File: src/source/msx_bus_pkg.sv
`default_nettype none

package msx_bus_pkg;

    localparam int RAM_ADDR_BITS   = 27;                 // External RAM address width
    localparam int KANJI_ADDR_BITS = 17;                 // Level-1 font ROM size, 128 KB

    // Data byte on the CPU bus and the RAM data path
    typedef logic [7:0] byte_t;

    // Byte address into the external RAM
    typedef logic [RAM_ADDR_BITS-1:0] ram_addr_t;

    // Offset inside the Kanji font image
    typedef logic [KANJI_ADDR_BITS-1:0] kanji_addr_t;

    localparam byte_t BYTE_IDLE = 8'hFF;                 // Idle level of every device output

    // Request from the CPU side, fields held until ready
    typedef struct packed {
        logic [15:0] addr;                               // Memory address or I/O port in [7:0]
        byte_t       wdata;                              // Write data
        logic        req;                                // One-cycle request strobe
        logic        wr;                                 // Write cycle
        logic        rd;                                 // Read cycle
        logic        iorq;                               // I/O space
        logic        mreq;                               // Memory space
    } cpu_req_t;

    // Response towards the CPU
    typedef struct packed {
        byte_t rdata;                                    // Valid only with ready
        logic  ready;                                    // One-cycle completion pulse
    } cpu_resp_t;

    // Request to the external RAM controller
    typedef struct packed {
        logic      cs;                                   // Held until ram_ack
        ram_addr_t addr;                                 // Stable while cs is high
    } ram_req_t;

endpackage

`default_nettype wire

File: src/source/msx_device_pkg.sv
`default_nettype none

package msx_device_pkg;

    // Decoded I/O ports of the device block
    typedef enum logic [7:0] {
        KANJI_LO  = 8'hD8,                               // Index bits 10..5
        KANJI_HI  = 8'hD9,                               // Index bits 16..11, font data read
        MAPPER_P0 = 8'hFC,                               // Segment of page 0
        MAPPER_P1 = 8'hFD,
        MAPPER_P2 = 8'hFE,
        MAPPER_P3 = 8'hFF                                // Segment of page 3
    } io_port_t;

    // Bus sequencer FSM
    typedef enum logic [1:0] {
        IDLE,                                            // Waiting for req
        ACK,                                             // Single-cycle acknowledge
        FETCH,                                           // Kanji byte read from RAM
        DONE                                             // Return fetched byte
    } seq_state_t;

    // Kind of CPU request
    typedef enum logic [1:0] {
        OP_NONE,
        OP_IO_RD,
        OP_IO_WR,
        OP_MEM
    } bus_op_t;

    // Segment register values after reset, index is the page
    typedef logic [0:3][7:0] mapper_reset_t;

    localparam mapper_reset_t MAPPER_RESET = {8'd3, 8'd2, 8'd1, 8'd0};

endpackage

`default_nettype wire

File: src/source/memory_mapper.sv
`default_nettype none

module memory_mapper
    import msx_bus_pkg::*, msx_device_pkg::*;
#(
    parameter int SEGMENT_BITS = 8                       // Implemented bits per register
) (
    input  wire           clock,
    input  wire           rst_n,
    input  wire cpu_req_t cpu_req,
    output byte_t         mapper_rdata,                  // Port read-back, FF when idle
    output byte_t         data_to_mapper                 // Segment of the addressed page
);

    logic [SEGMENT_BITS-1:0] segment [4];                // One register per 16 KB page

    logic port_hit;
    logic io_write;
    logic io_read;
    logic [1:0] port_page;
    logic [1:0] mem_page;

    // Unimplemented upper bits read as ones
    function automatic byte_t read_back(input logic [SEGMENT_BITS-1:0] seg);
        byte_t value;
        value = BYTE_IDLE;
        value[SEGMENT_BITS-1:0] = seg;
        return value;
    endfunction

    assign port_hit  = cpu_req.addr[7:0] inside {MAPPER_P0, MAPPER_P1, MAPPER_P2, MAPPER_P3};
    assign io_write  = cpu_req.req && cpu_req.iorq && cpu_req.wr && port_hit;
    assign io_read   = cpu_req.req && cpu_req.iorq && cpu_req.rd && port_hit;
    assign port_page = cpu_req.addr[1:0];                // FC..FF map to pages 0..3
    assign mem_page  = cpu_req.addr[15:14];

    // Segment registers
    always_ff @(posedge clock) begin
        if (!rst_n) begin
            for (int i = 0; i < 4; i++) begin
                segment[i] <= MAPPER_RESET[i][SEGMENT_BITS-1:0];
            end
        end else if (io_write) begin
            segment[port_page] <= cpu_req.wdata[SEGMENT_BITS-1:0];
        end
    end

    // Read-back is presented for one cycle, together with ready
    always_ff @(posedge clock) begin
        if (!rst_n) begin
            mapper_rdata <= BYTE_IDLE;
        end else if (io_read) begin
            mapper_rdata <= read_back(segment[port_page]);
        end else begin
            mapper_rdata <= BYTE_IDLE;
        end
    end

    // Page translation for the external mapper logic
    assign data_to_mapper = cpu_req.mreq ? read_back(segment[mem_page]) : BYTE_IDLE;

endmodule

`default_nettype wire

File: src/source/kanji_address_counter.sv
`default_nettype none

module kanji_address_counter
    import msx_bus_pkg::*, msx_device_pkg::*;
#(
    parameter ram_addr_t KANJI_BASE = '0                 // Font image location in RAM
) (
    input  wire           clock,
    input  wire           rst_n,
    input  wire cpu_req_t cpu_req,
    input  wire           advance,                       // One pulse per font byte read
    output ram_addr_t     kanji_addr
);

    logic [5:0] index_lo;                                // Offset bits 10..5
    logic [5:0] index_hi;                                // Offset bits 16..11
    logic [4:0] row;                                     // Byte within the character

    logic        io_write;
    logic        write_lo;
    logic        write_hi;
    kanji_addr_t offset;

    assign io_write = cpu_req.req && cpu_req.iorq && cpu_req.wr;
    assign write_lo = io_write && (cpu_req.addr[7:0] == KANJI_LO);
    assign write_hi = io_write && (cpu_req.addr[7:0] == KANJI_HI);

    always_ff @(posedge clock) begin
        if (!rst_n) begin
            index_lo <= '0;
            index_hi <= '0;
            row      <= '0;
        end else begin
            if (write_lo) begin
                index_lo <= cpu_req.wdata[5:0];
            end
            if (write_hi) begin
                index_hi <= cpu_req.wdata[5:0];
            end
            if (write_lo || write_hi) begin
                row <= '0;                               // New character starts at row 0
            end else if (advance) begin
                row <= row + 5'd1;                       // Wraps after 32 bytes
            end
        end
    end

    assign offset     = {index_hi, index_lo, row};
    assign kanji_addr = KANJI_BASE + ram_addr_t'(offset);

endmodule

`default_nettype wire

File: src/source/device_bus_sequencer.sv
`default_nettype none

module device_bus_sequencer
    import msx_bus_pkg::*, msx_device_pkg::*;
(
    input  wire            clock,
    input  wire            rst_n,
    input  wire cpu_req_t  cpu_req,
    input  wire ram_addr_t kanji_addr,                   // Current font byte address
    output ram_req_t       ram,
    input  wire byte_t     ram_data,
    input  wire            ram_ack,
    output logic           ready,                        // One-cycle CPU acknowledge
    output byte_t          kanji_rdata,                  // Font byte, FF when idle
    output logic           advance                       // Row step after a fetch
);

    seq_state_t state;
    seq_state_t state_next;
    bus_op_t    op;
    logic       kanji_fetch;
    byte_t      fetch_data;                              // Byte captured on ram_ack

    // Request classification
    always_comb begin
        op = OP_NONE;
        if (cpu_req.req) begin
            if (cpu_req.iorq && cpu_req.rd) begin
                op = OP_IO_RD;
            end else if (cpu_req.iorq && cpu_req.wr) begin
                op = OP_IO_WR;
            end else begin
                op = OP_MEM;                             // Memory and anything else
            end
        end
    end

    assign kanji_fetch = (op == OP_IO_RD) && (cpu_req.addr[7:0] == KANJI_HI);

    always_comb begin
        state_next = state;
        case (state)
            IDLE: begin
                if (kanji_fetch) begin
                    state_next = FETCH;
                end else if (op != OP_NONE) begin
                    state_next = ACK;
                end
            end
            FETCH: begin
                if (ram_ack) begin
                    state_next = DONE;                   // Wait here for the RAM
                end
            end
            ACK:     state_next = IDLE;
            DONE:    state_next = IDLE;
            default: state_next = IDLE;
        endcase
    end

    always_ff @(posedge clock) begin
        if (!rst_n) begin
            state <= IDLE;
        end else begin
            state <= state_next;
        end
    end

    always_ff @(posedge clock) begin
        if (state == FETCH && ram_ack) begin
            fetch_data <= ram_data;
        end
    end

    // Address comes from the counter, which holds still during the fetch
    assign ram = '{cs: (state == FETCH), addr: kanji_addr};

    assign ready       = (state == ACK) || (state == DONE);
    assign advance     = (state == DONE);
    assign kanji_rdata = (state == DONE) ? fetch_data : BYTE_IDLE;

endmodule

`default_nettype wire

File: src/source/msx_devices.sv
`default_nettype none

module msx_devices
    import msx_bus_pkg::*;
#(
    parameter ram_addr_t KANJI_BASE   = 27'h0040000,     // Font image at 256 KB
    parameter int        SEGMENT_BITS = 8                // Mapper register width, 1 to 8
) (
    input  wire           clock,
    input  wire           rst_n,
    input  wire cpu_req_t cpu_req,                       // CPU bus request
    output cpu_resp_t     cpu_resp,                      // CPU bus response
    output byte_t         data_to_mapper,                // Segment for the current page
    output ram_req_t      ram,                           // External RAM request
    input  wire byte_t    ram_data,
    input  wire           ram_ack
);

    byte_t     mapper_rdata;
    byte_t     kanji_rdata;
    ram_addr_t kanji_addr;
    logic      seq_ready;
    logic      kanji_advance;

    // Idle devices drive FF, so the data outputs combine by AND
    assign cpu_resp = '{rdata: mapper_rdata & kanji_rdata, ready: seq_ready};

    memory_mapper #(
        .SEGMENT_BITS   (SEGMENT_BITS)
    ) memory_mapper (
        .clock          (clock),
        .rst_n          (rst_n),
        .cpu_req        (cpu_req),
        .mapper_rdata   (mapper_rdata),
        .data_to_mapper (data_to_mapper)
    );

    kanji_address_counter #(
        .KANJI_BASE     (KANJI_BASE)
    ) kanji_address_counter (
        .clock          (clock),
        .rst_n          (rst_n),
        .cpu_req        (cpu_req),
        .advance        (kanji_advance),
        .kanji_addr     (kanji_addr)
    );

    // Only RAM master in this block
    device_bus_sequencer device_bus_sequencer (
        .clock          (clock),
        .rst_n          (rst_n),
        .cpu_req        (cpu_req),
        .kanji_addr     (kanji_addr),
        .ram            (ram),
        .ram_data       (ram_data),
        .ram_ack        (ram_ack),
        .ready          (seq_ready),
        .kanji_rdata    (kanji_rdata),
        .advance        (kanji_advance)
    );

endmodule

`default_nettype wire

File: config.mk
export PLATFORM = sky130hd
export DESIGN_NAME = msx_devices
export DESIGN_NICKNAME = d
export VERILOG_FILES = /design/src/source/msx_bus_pkg.sv /design/src/source/msx_device_pkg.sv /design/src/source/memory_mapper.sv /design/src/source/kanji_address_counter.sv /design/src/source/device_bus_sequencer.sv /design/src/source/msx_devices.sv
export SDC_FILE = /design/constraint.sdc
export NUM_CORES = 1
export LEC_CHECK = 0
export ABC_CLOCK_PERIOD_IN_PS = 2100
export BUFFER_PORTS_ARGS = -buffer_cell sky130_fd_sc_hd__buf_2
export CORE_MARGIN = 5
export CORE_UTILIZATION = 49
export DETAILED_ROUTE_END_ITERATION = 10
export GPL_ROUTABILITY_DRIVEN = 0
export GPL_TIMING_DRIVEN = 0
export PLACE_DENSITY = 0.73
export SETUP_SLACK_MARGIN = 0.2
export SYNTH_ARGS = -nofsm -noshare
export SYNTH_HDL_FRONTEND = slang
export SYNTH_HIERARCHICAL = 1
export SYNTH_SLANG_ARGS = --single-unit
File: constraint.sdc
create_clock -name clock -period 2.1 [get_ports clock]
set_input_delay 0.21 -clock clock [delete_from_list [all_inputs] [get_ports clock]]
set_output_delay 0.21 -clock clock [all_outputs]
set_load 0.03 [all_outputs]
Word-level counts from Yosys, hierarchy flattened. Memories as Yosys holds them, arrays and structs flattened. A register that Yosys moved wholly into a read port is not among the register bits. Index checks and enable logic that the tools add are counted.

$add $sub $neg: 2. Equality and inequality tests: 12. Mux-type cells: 16. Bitwise gates (word level): 2. Reductions and logical operators: 22.

Operator list (number): == test 8 bit (second input constant) (6); two-way mux 8 bit (3); adder 19 x 17 -> 20 bit (first input constant) (1); two-way mux 2 bit (6); logical AND 1 bit (11); bitwise AND 8 bit (1); OR reduction 8 bit (1); two-way mux 1 bit (6); one-hot mux 2 bit (3 select lines) (1); adder 5 x 1 -> 5 bit (second input constant) (1); == test 2 x 1 -> 1 bit (second input constant) (2); == test 2 bit (second input constant) (2); AND reduction 2 bit (2); nonzero test 4 bit (1); OR reduction 2 bit (2); != test 3 x 1 -> 1 bit (second input constant) (1); logical NOT 2 bit (1); logical OR 1 bit (2); != test 2 x 1 -> 1 bit (second input constant) (1); nonzero test 2 bit (1); logical NOT 1 bit (1); NOT 1 bit (1).

Input bits: 40. Register bits: 27. Memory bits (writable): 32. Output and inout port bits: 45. Memories kept: 1.

Memory list: memory_mapper.segment (depth 4, bits a word 8, rd ports 2, clocked after memory_dff 1, wr ports 4, line memory_mapper.sv:15) `logic [SEGMENT_BITS-1:0] segment [4];`.

Depth between registers and ports, before layout.
Depth after elaboration: 8. Depth in mapped cells: 5.

Cells and area by module. Netlist, hierarchy kept.

Modules (own cells, without submodules): memory_mapper (area an instance 2059.5 sq um, instances 1, cells each 151); kanji_address_counter (area an instance 818.3 sq um, instances 1, cells each 83); device_bus_sequencer (area an instance 625.6 sq um, instances 1, cells each 60); msx_devices (area an instance 57.6 sq um, instances 1, cells each 9).

Worst setup path after synthesis. No wires, ideal clock.

Path type: in2reg. From: input port cpu_req[14] (netlist name). To: memory memory_mapper.segment[2][0], enable pin. Arrival time: 1.764 ns. Cell stages on the path: 4. Setup slack: -0.062 ns. Cells stage by stage: buf_2 clkbuf_1 nand2b_1 o41ai_1.

RTL lines: start, declared (line msx_devices.sv:11) `input wire cpu_req_t cpu_req,`; end, declared (line memory_mapper.sv:15).

==> impl_metrics.env <==
export IMPL_synthCells=303
export IMPL_p_comb_frac=0.125
export IMPL_cp_slowest_cell="o41ai_4"
export IMPL_gr_total_overflow=0
export IMPL_netlist_area_um2=3560
export IMPL_synthToLayoutAreaGrowth_pct=21.9
export IMPL_synthArstFlopShare=0
export IMPL_path_depth=6
export IMPL_ant_nets=0
export IMPL_io_buffers=66
export IMPL_final_max_slew_viol_count=0
export IMPL_vias_per_cell=5.23
export IMPL_synth_seq_area_share=0.489
export IMPL_hold_path_class="in2reg"
export IMPL_finalClockSkew_ps=4.93
export IMPL_via_count=2601
export IMPL_holdCritStartpoint="ram_data[0]"
export IMPL_layout_drive_gt1_share=0.407
export IMPL_cts_sinks=67
export IMPL_synth_edff_count=40
export IMPL_rsz0062_at_grt="no"
export IMPL_path_delay_family="buffers and inverters"
export IMPL_cp_required_ps=2140
export IMPL_p_per_area_nw_per_um2=648
export IMPL_row_count=31
export IMPL_placedInstanceArea_um2=4070
export IMPL_numCtsBuffers=9
export IMPL_core_um2=7180
export IMPL_setup_violations=0
export IMPL_drcViolationCount=0
export IMPL_rr_endpoint="memory_mapper/mapper_rdata[4]"
export IMPL_hold_depth=1
export IMPL_drt_pass1_iterations=4
export IMPL_path_class="in2reg"
export IMPL_wire_per_inst_um=15.7
export IMPL_max_stage_delay_ps=410
export IMPL_ys_seq_elements=67
export IMPL_leakage_nw=1.73
export IMPL_clk_pin_slew_worst_paths_ps=70
export IMPL_worst_path_buf_inv=4
export IMPL_end_kind="register"
export IMPL_worst_pin_slew_ps=753
export IMPL_ios=85
export IMPL_grt_start_max_net_pins=12
export IMPL_finalNetCount=434
export IMPL_hold_viol=0
export IMPL_r2r_slack_ps=640
export IMPL_post_route_period_util=0.867
export IMPL_fp_dieW_um=95.2
export IMPL_routed_wl_um=7820
export IMPL_path_common_cell="buf_2"
export IMPL_synth_distinct_cells=43
export IMPL_power_share_switching=0.236
export IMPL_antenna_found_initial=0
export IMPL_arrival_ps=1860
export IMPL_min_period_ps=1820
export IMPL_hpwl_um=5800
export IMPL_power_frac_clock=0.364
export IMPL_cap_violations=0
export IMPL_h_tree_depth=3
export IMPL_cp_start_kind="primary input"
export IMPL_clock_fmax_mhz=549
export IMPL_diodes=0
export IMPL_vdd_drop_max_uv=266
export IMPL_grt_first_pass_wirelength_um=12400
export IMPL_hold_path_end="device_bus_sequencer/fetch_data[0]"
export IMPL_rr_worst_depth=2
export IMPL_relSlewSlack=0.498
export IMPL_reg2reg_from="memory_mapper/segment[2][4]"
export IMPL_final_cell_area_um2=4340
export IMPL_outcome="completed"
export IMPL_cp_cell_sequence="buf_2 > buf_2 > clkbuf_1 > nand2b_1 > o41ai_4 > buf_4"
export IMPL_track_usage=0.182
export IMPL_initial_core_util=0.496
export IMPL_cts_hold_fix_buffers=0
export IMPL_ys_warn_count=6
export IMPL_clk_latency_ps=330
export IMPL_cts_buffer_depth=2
export IMPL_fin_util=0.605
export IMPL_syn_avg_cell_area_um2=11.8
export IMPL_cts_root_buf="clkbuf_8"
export IMPL_critPathMaxFanout=10
export IMPL_die_h_um=95.2
export IMPL_p_int_mw=2.15
export IMPL_ys_flop_type="edfxtp_1"
export IMPL_grt_pass1_vias=2579
export IMPL_die_area_um2=9070
export IMPL_layout_commonest_cell="buf_2"
export IMPL_cts_tree="built"
export IMPL_switchingPower_uw=665
export IMPL_fin_setup_tns_ps=0
export IMPL_drt_iter0_drc=152
export IMPL_seq_power_share=0.512
export IMPL_layout_common_cells="buf_2, buf_4, edfxtp_1, dfxtp_1, nand2_1"
## state kept, by name (all words and copies together), names as in the netlist
register,cells
device_bus_sequencer/fetch_data,8
device_bus_sequencer/state,2
kanji_address_counter/index_hi,6
kanji_address_counter/index_lo,6
kanji_address_counter/row,5
memory_mapper/mapper_rdata,8
memory_mapper/segment,32
## area by class of cell
class,instances,area [um^2]
plain buffers,59,383
clock buffers,13,149
clock inverters,3,38.8
fillers,612,2840
inverters,4,15.0
multi-input cells,181,1520
flip-flops and latches,67,1740
well taps,99,124
repair buffers,71,368
## timing repair
item                       in CTS  in global routing
setup buffers                   0                  5
gates resized for setup         4                  0
pin swaps                       0                  3
setup endpoints to repair      32                 24
## cell families after synthesis
kind of cell | count (synthesis) | synth area share
and+or+nand+nor | 129 | 0.227
other | 2 | 0.00211
buffers and inverters | 63 | 0.112
DFF | 67 | 0.489
adders and majority gates | 1 | 0.00351
xor gates and xnor gates | 4 | 0.00984
AOI/OAI and AO/OA | 7 | 0.0151
muxes | 30 | 0.142
## cell usage after synthesis, types with 2 or more instances
master,instances,area (um^2)
nand4_1,8,50.1
nand4b_1,2,17.5
o41ai_1,3,26.3
buf_4,38,285
nor2b_1,2,12.5
dfxtp_1,27,541
nand3_1,7,35.0
o31ai_1,2,15.0
mux4_2,15,338
clkbuf_1,15,56.3
nor2_1,5,18.8
nand3b_1,3,22.5
or4_1,8,60.1
nor4_1,20,125
and4_1,4,35.0
nor3b_1,2,15.0
buf_2,3,15.0
edfxtp_1,40,1200
mux2i_1,13,130
conb_1,2,7.51
nor3_1,8,40.0
or2_2,9,56.3
xor2_1,3,26.3
nand2_1,25,93.8
inv_1,4,15.0
buf_6,2,22.5
nand2b_1,10,62.6
and2_1,8,50.1
## power by group through the flow
stage | sequential, mW | combinational [mW] | clock (mW)
final | 1.44 | 0.350 | 1.02
after global routing | 1.44 | 0.378 | 1.10
after CTS | 1.44 | 0.341 | 1.05
after detailed placement | 1.47 | 0.333 | 0
after global placement | 1.46 | 0.328 | 0
after floorplan | 1.46 | 0.233 | 0
## stage by stage
step / setup slack, ps / instances / total power, mW / hold slack, ps
finish: 279 / 497 / 2.81 / 42.5
global route: 184 / 497 / 2.92 / 30.1
CTS: 160 / 492 / 2.83 / 27.6
detailed placement: -471 / 476 / 1.80 / 389
global placement: -621 / 476 / 1.79 / 389
floorplan: 260 / 311 / 1.69 / 309
## worst max-delay path by stage
stage,from,end,slack (ps)
floorplan,cpu_req[14],memory_mapper/segment[3][0],260
global placement,cpu_req[4],memory_mapper/segment[3][7],-620
detailed placement,cpu_req[4],memory_mapper/segment[0][2],-470
CTS,cpu_req[4],memory_mapper/segment[0][4],160
global route,cpu_req[14],memory_mapper/segment[2][7],180
finish,cpu_req[14],memory_mapper/segment[2][7],280
## per-layer routing
layer / GRT usage / vias to the layer above / wire length (um)
met2: 0.313 / 82 / 3970
met1: 0.217 / 1239 / 3190
met5: 0 / - / 0
met3: 0.0363 / 10 / 526
met4: 0.0901 / 0 / 138
li1: - / 1270 / -
Note: power is estimated with default switching activity, not from simulation.
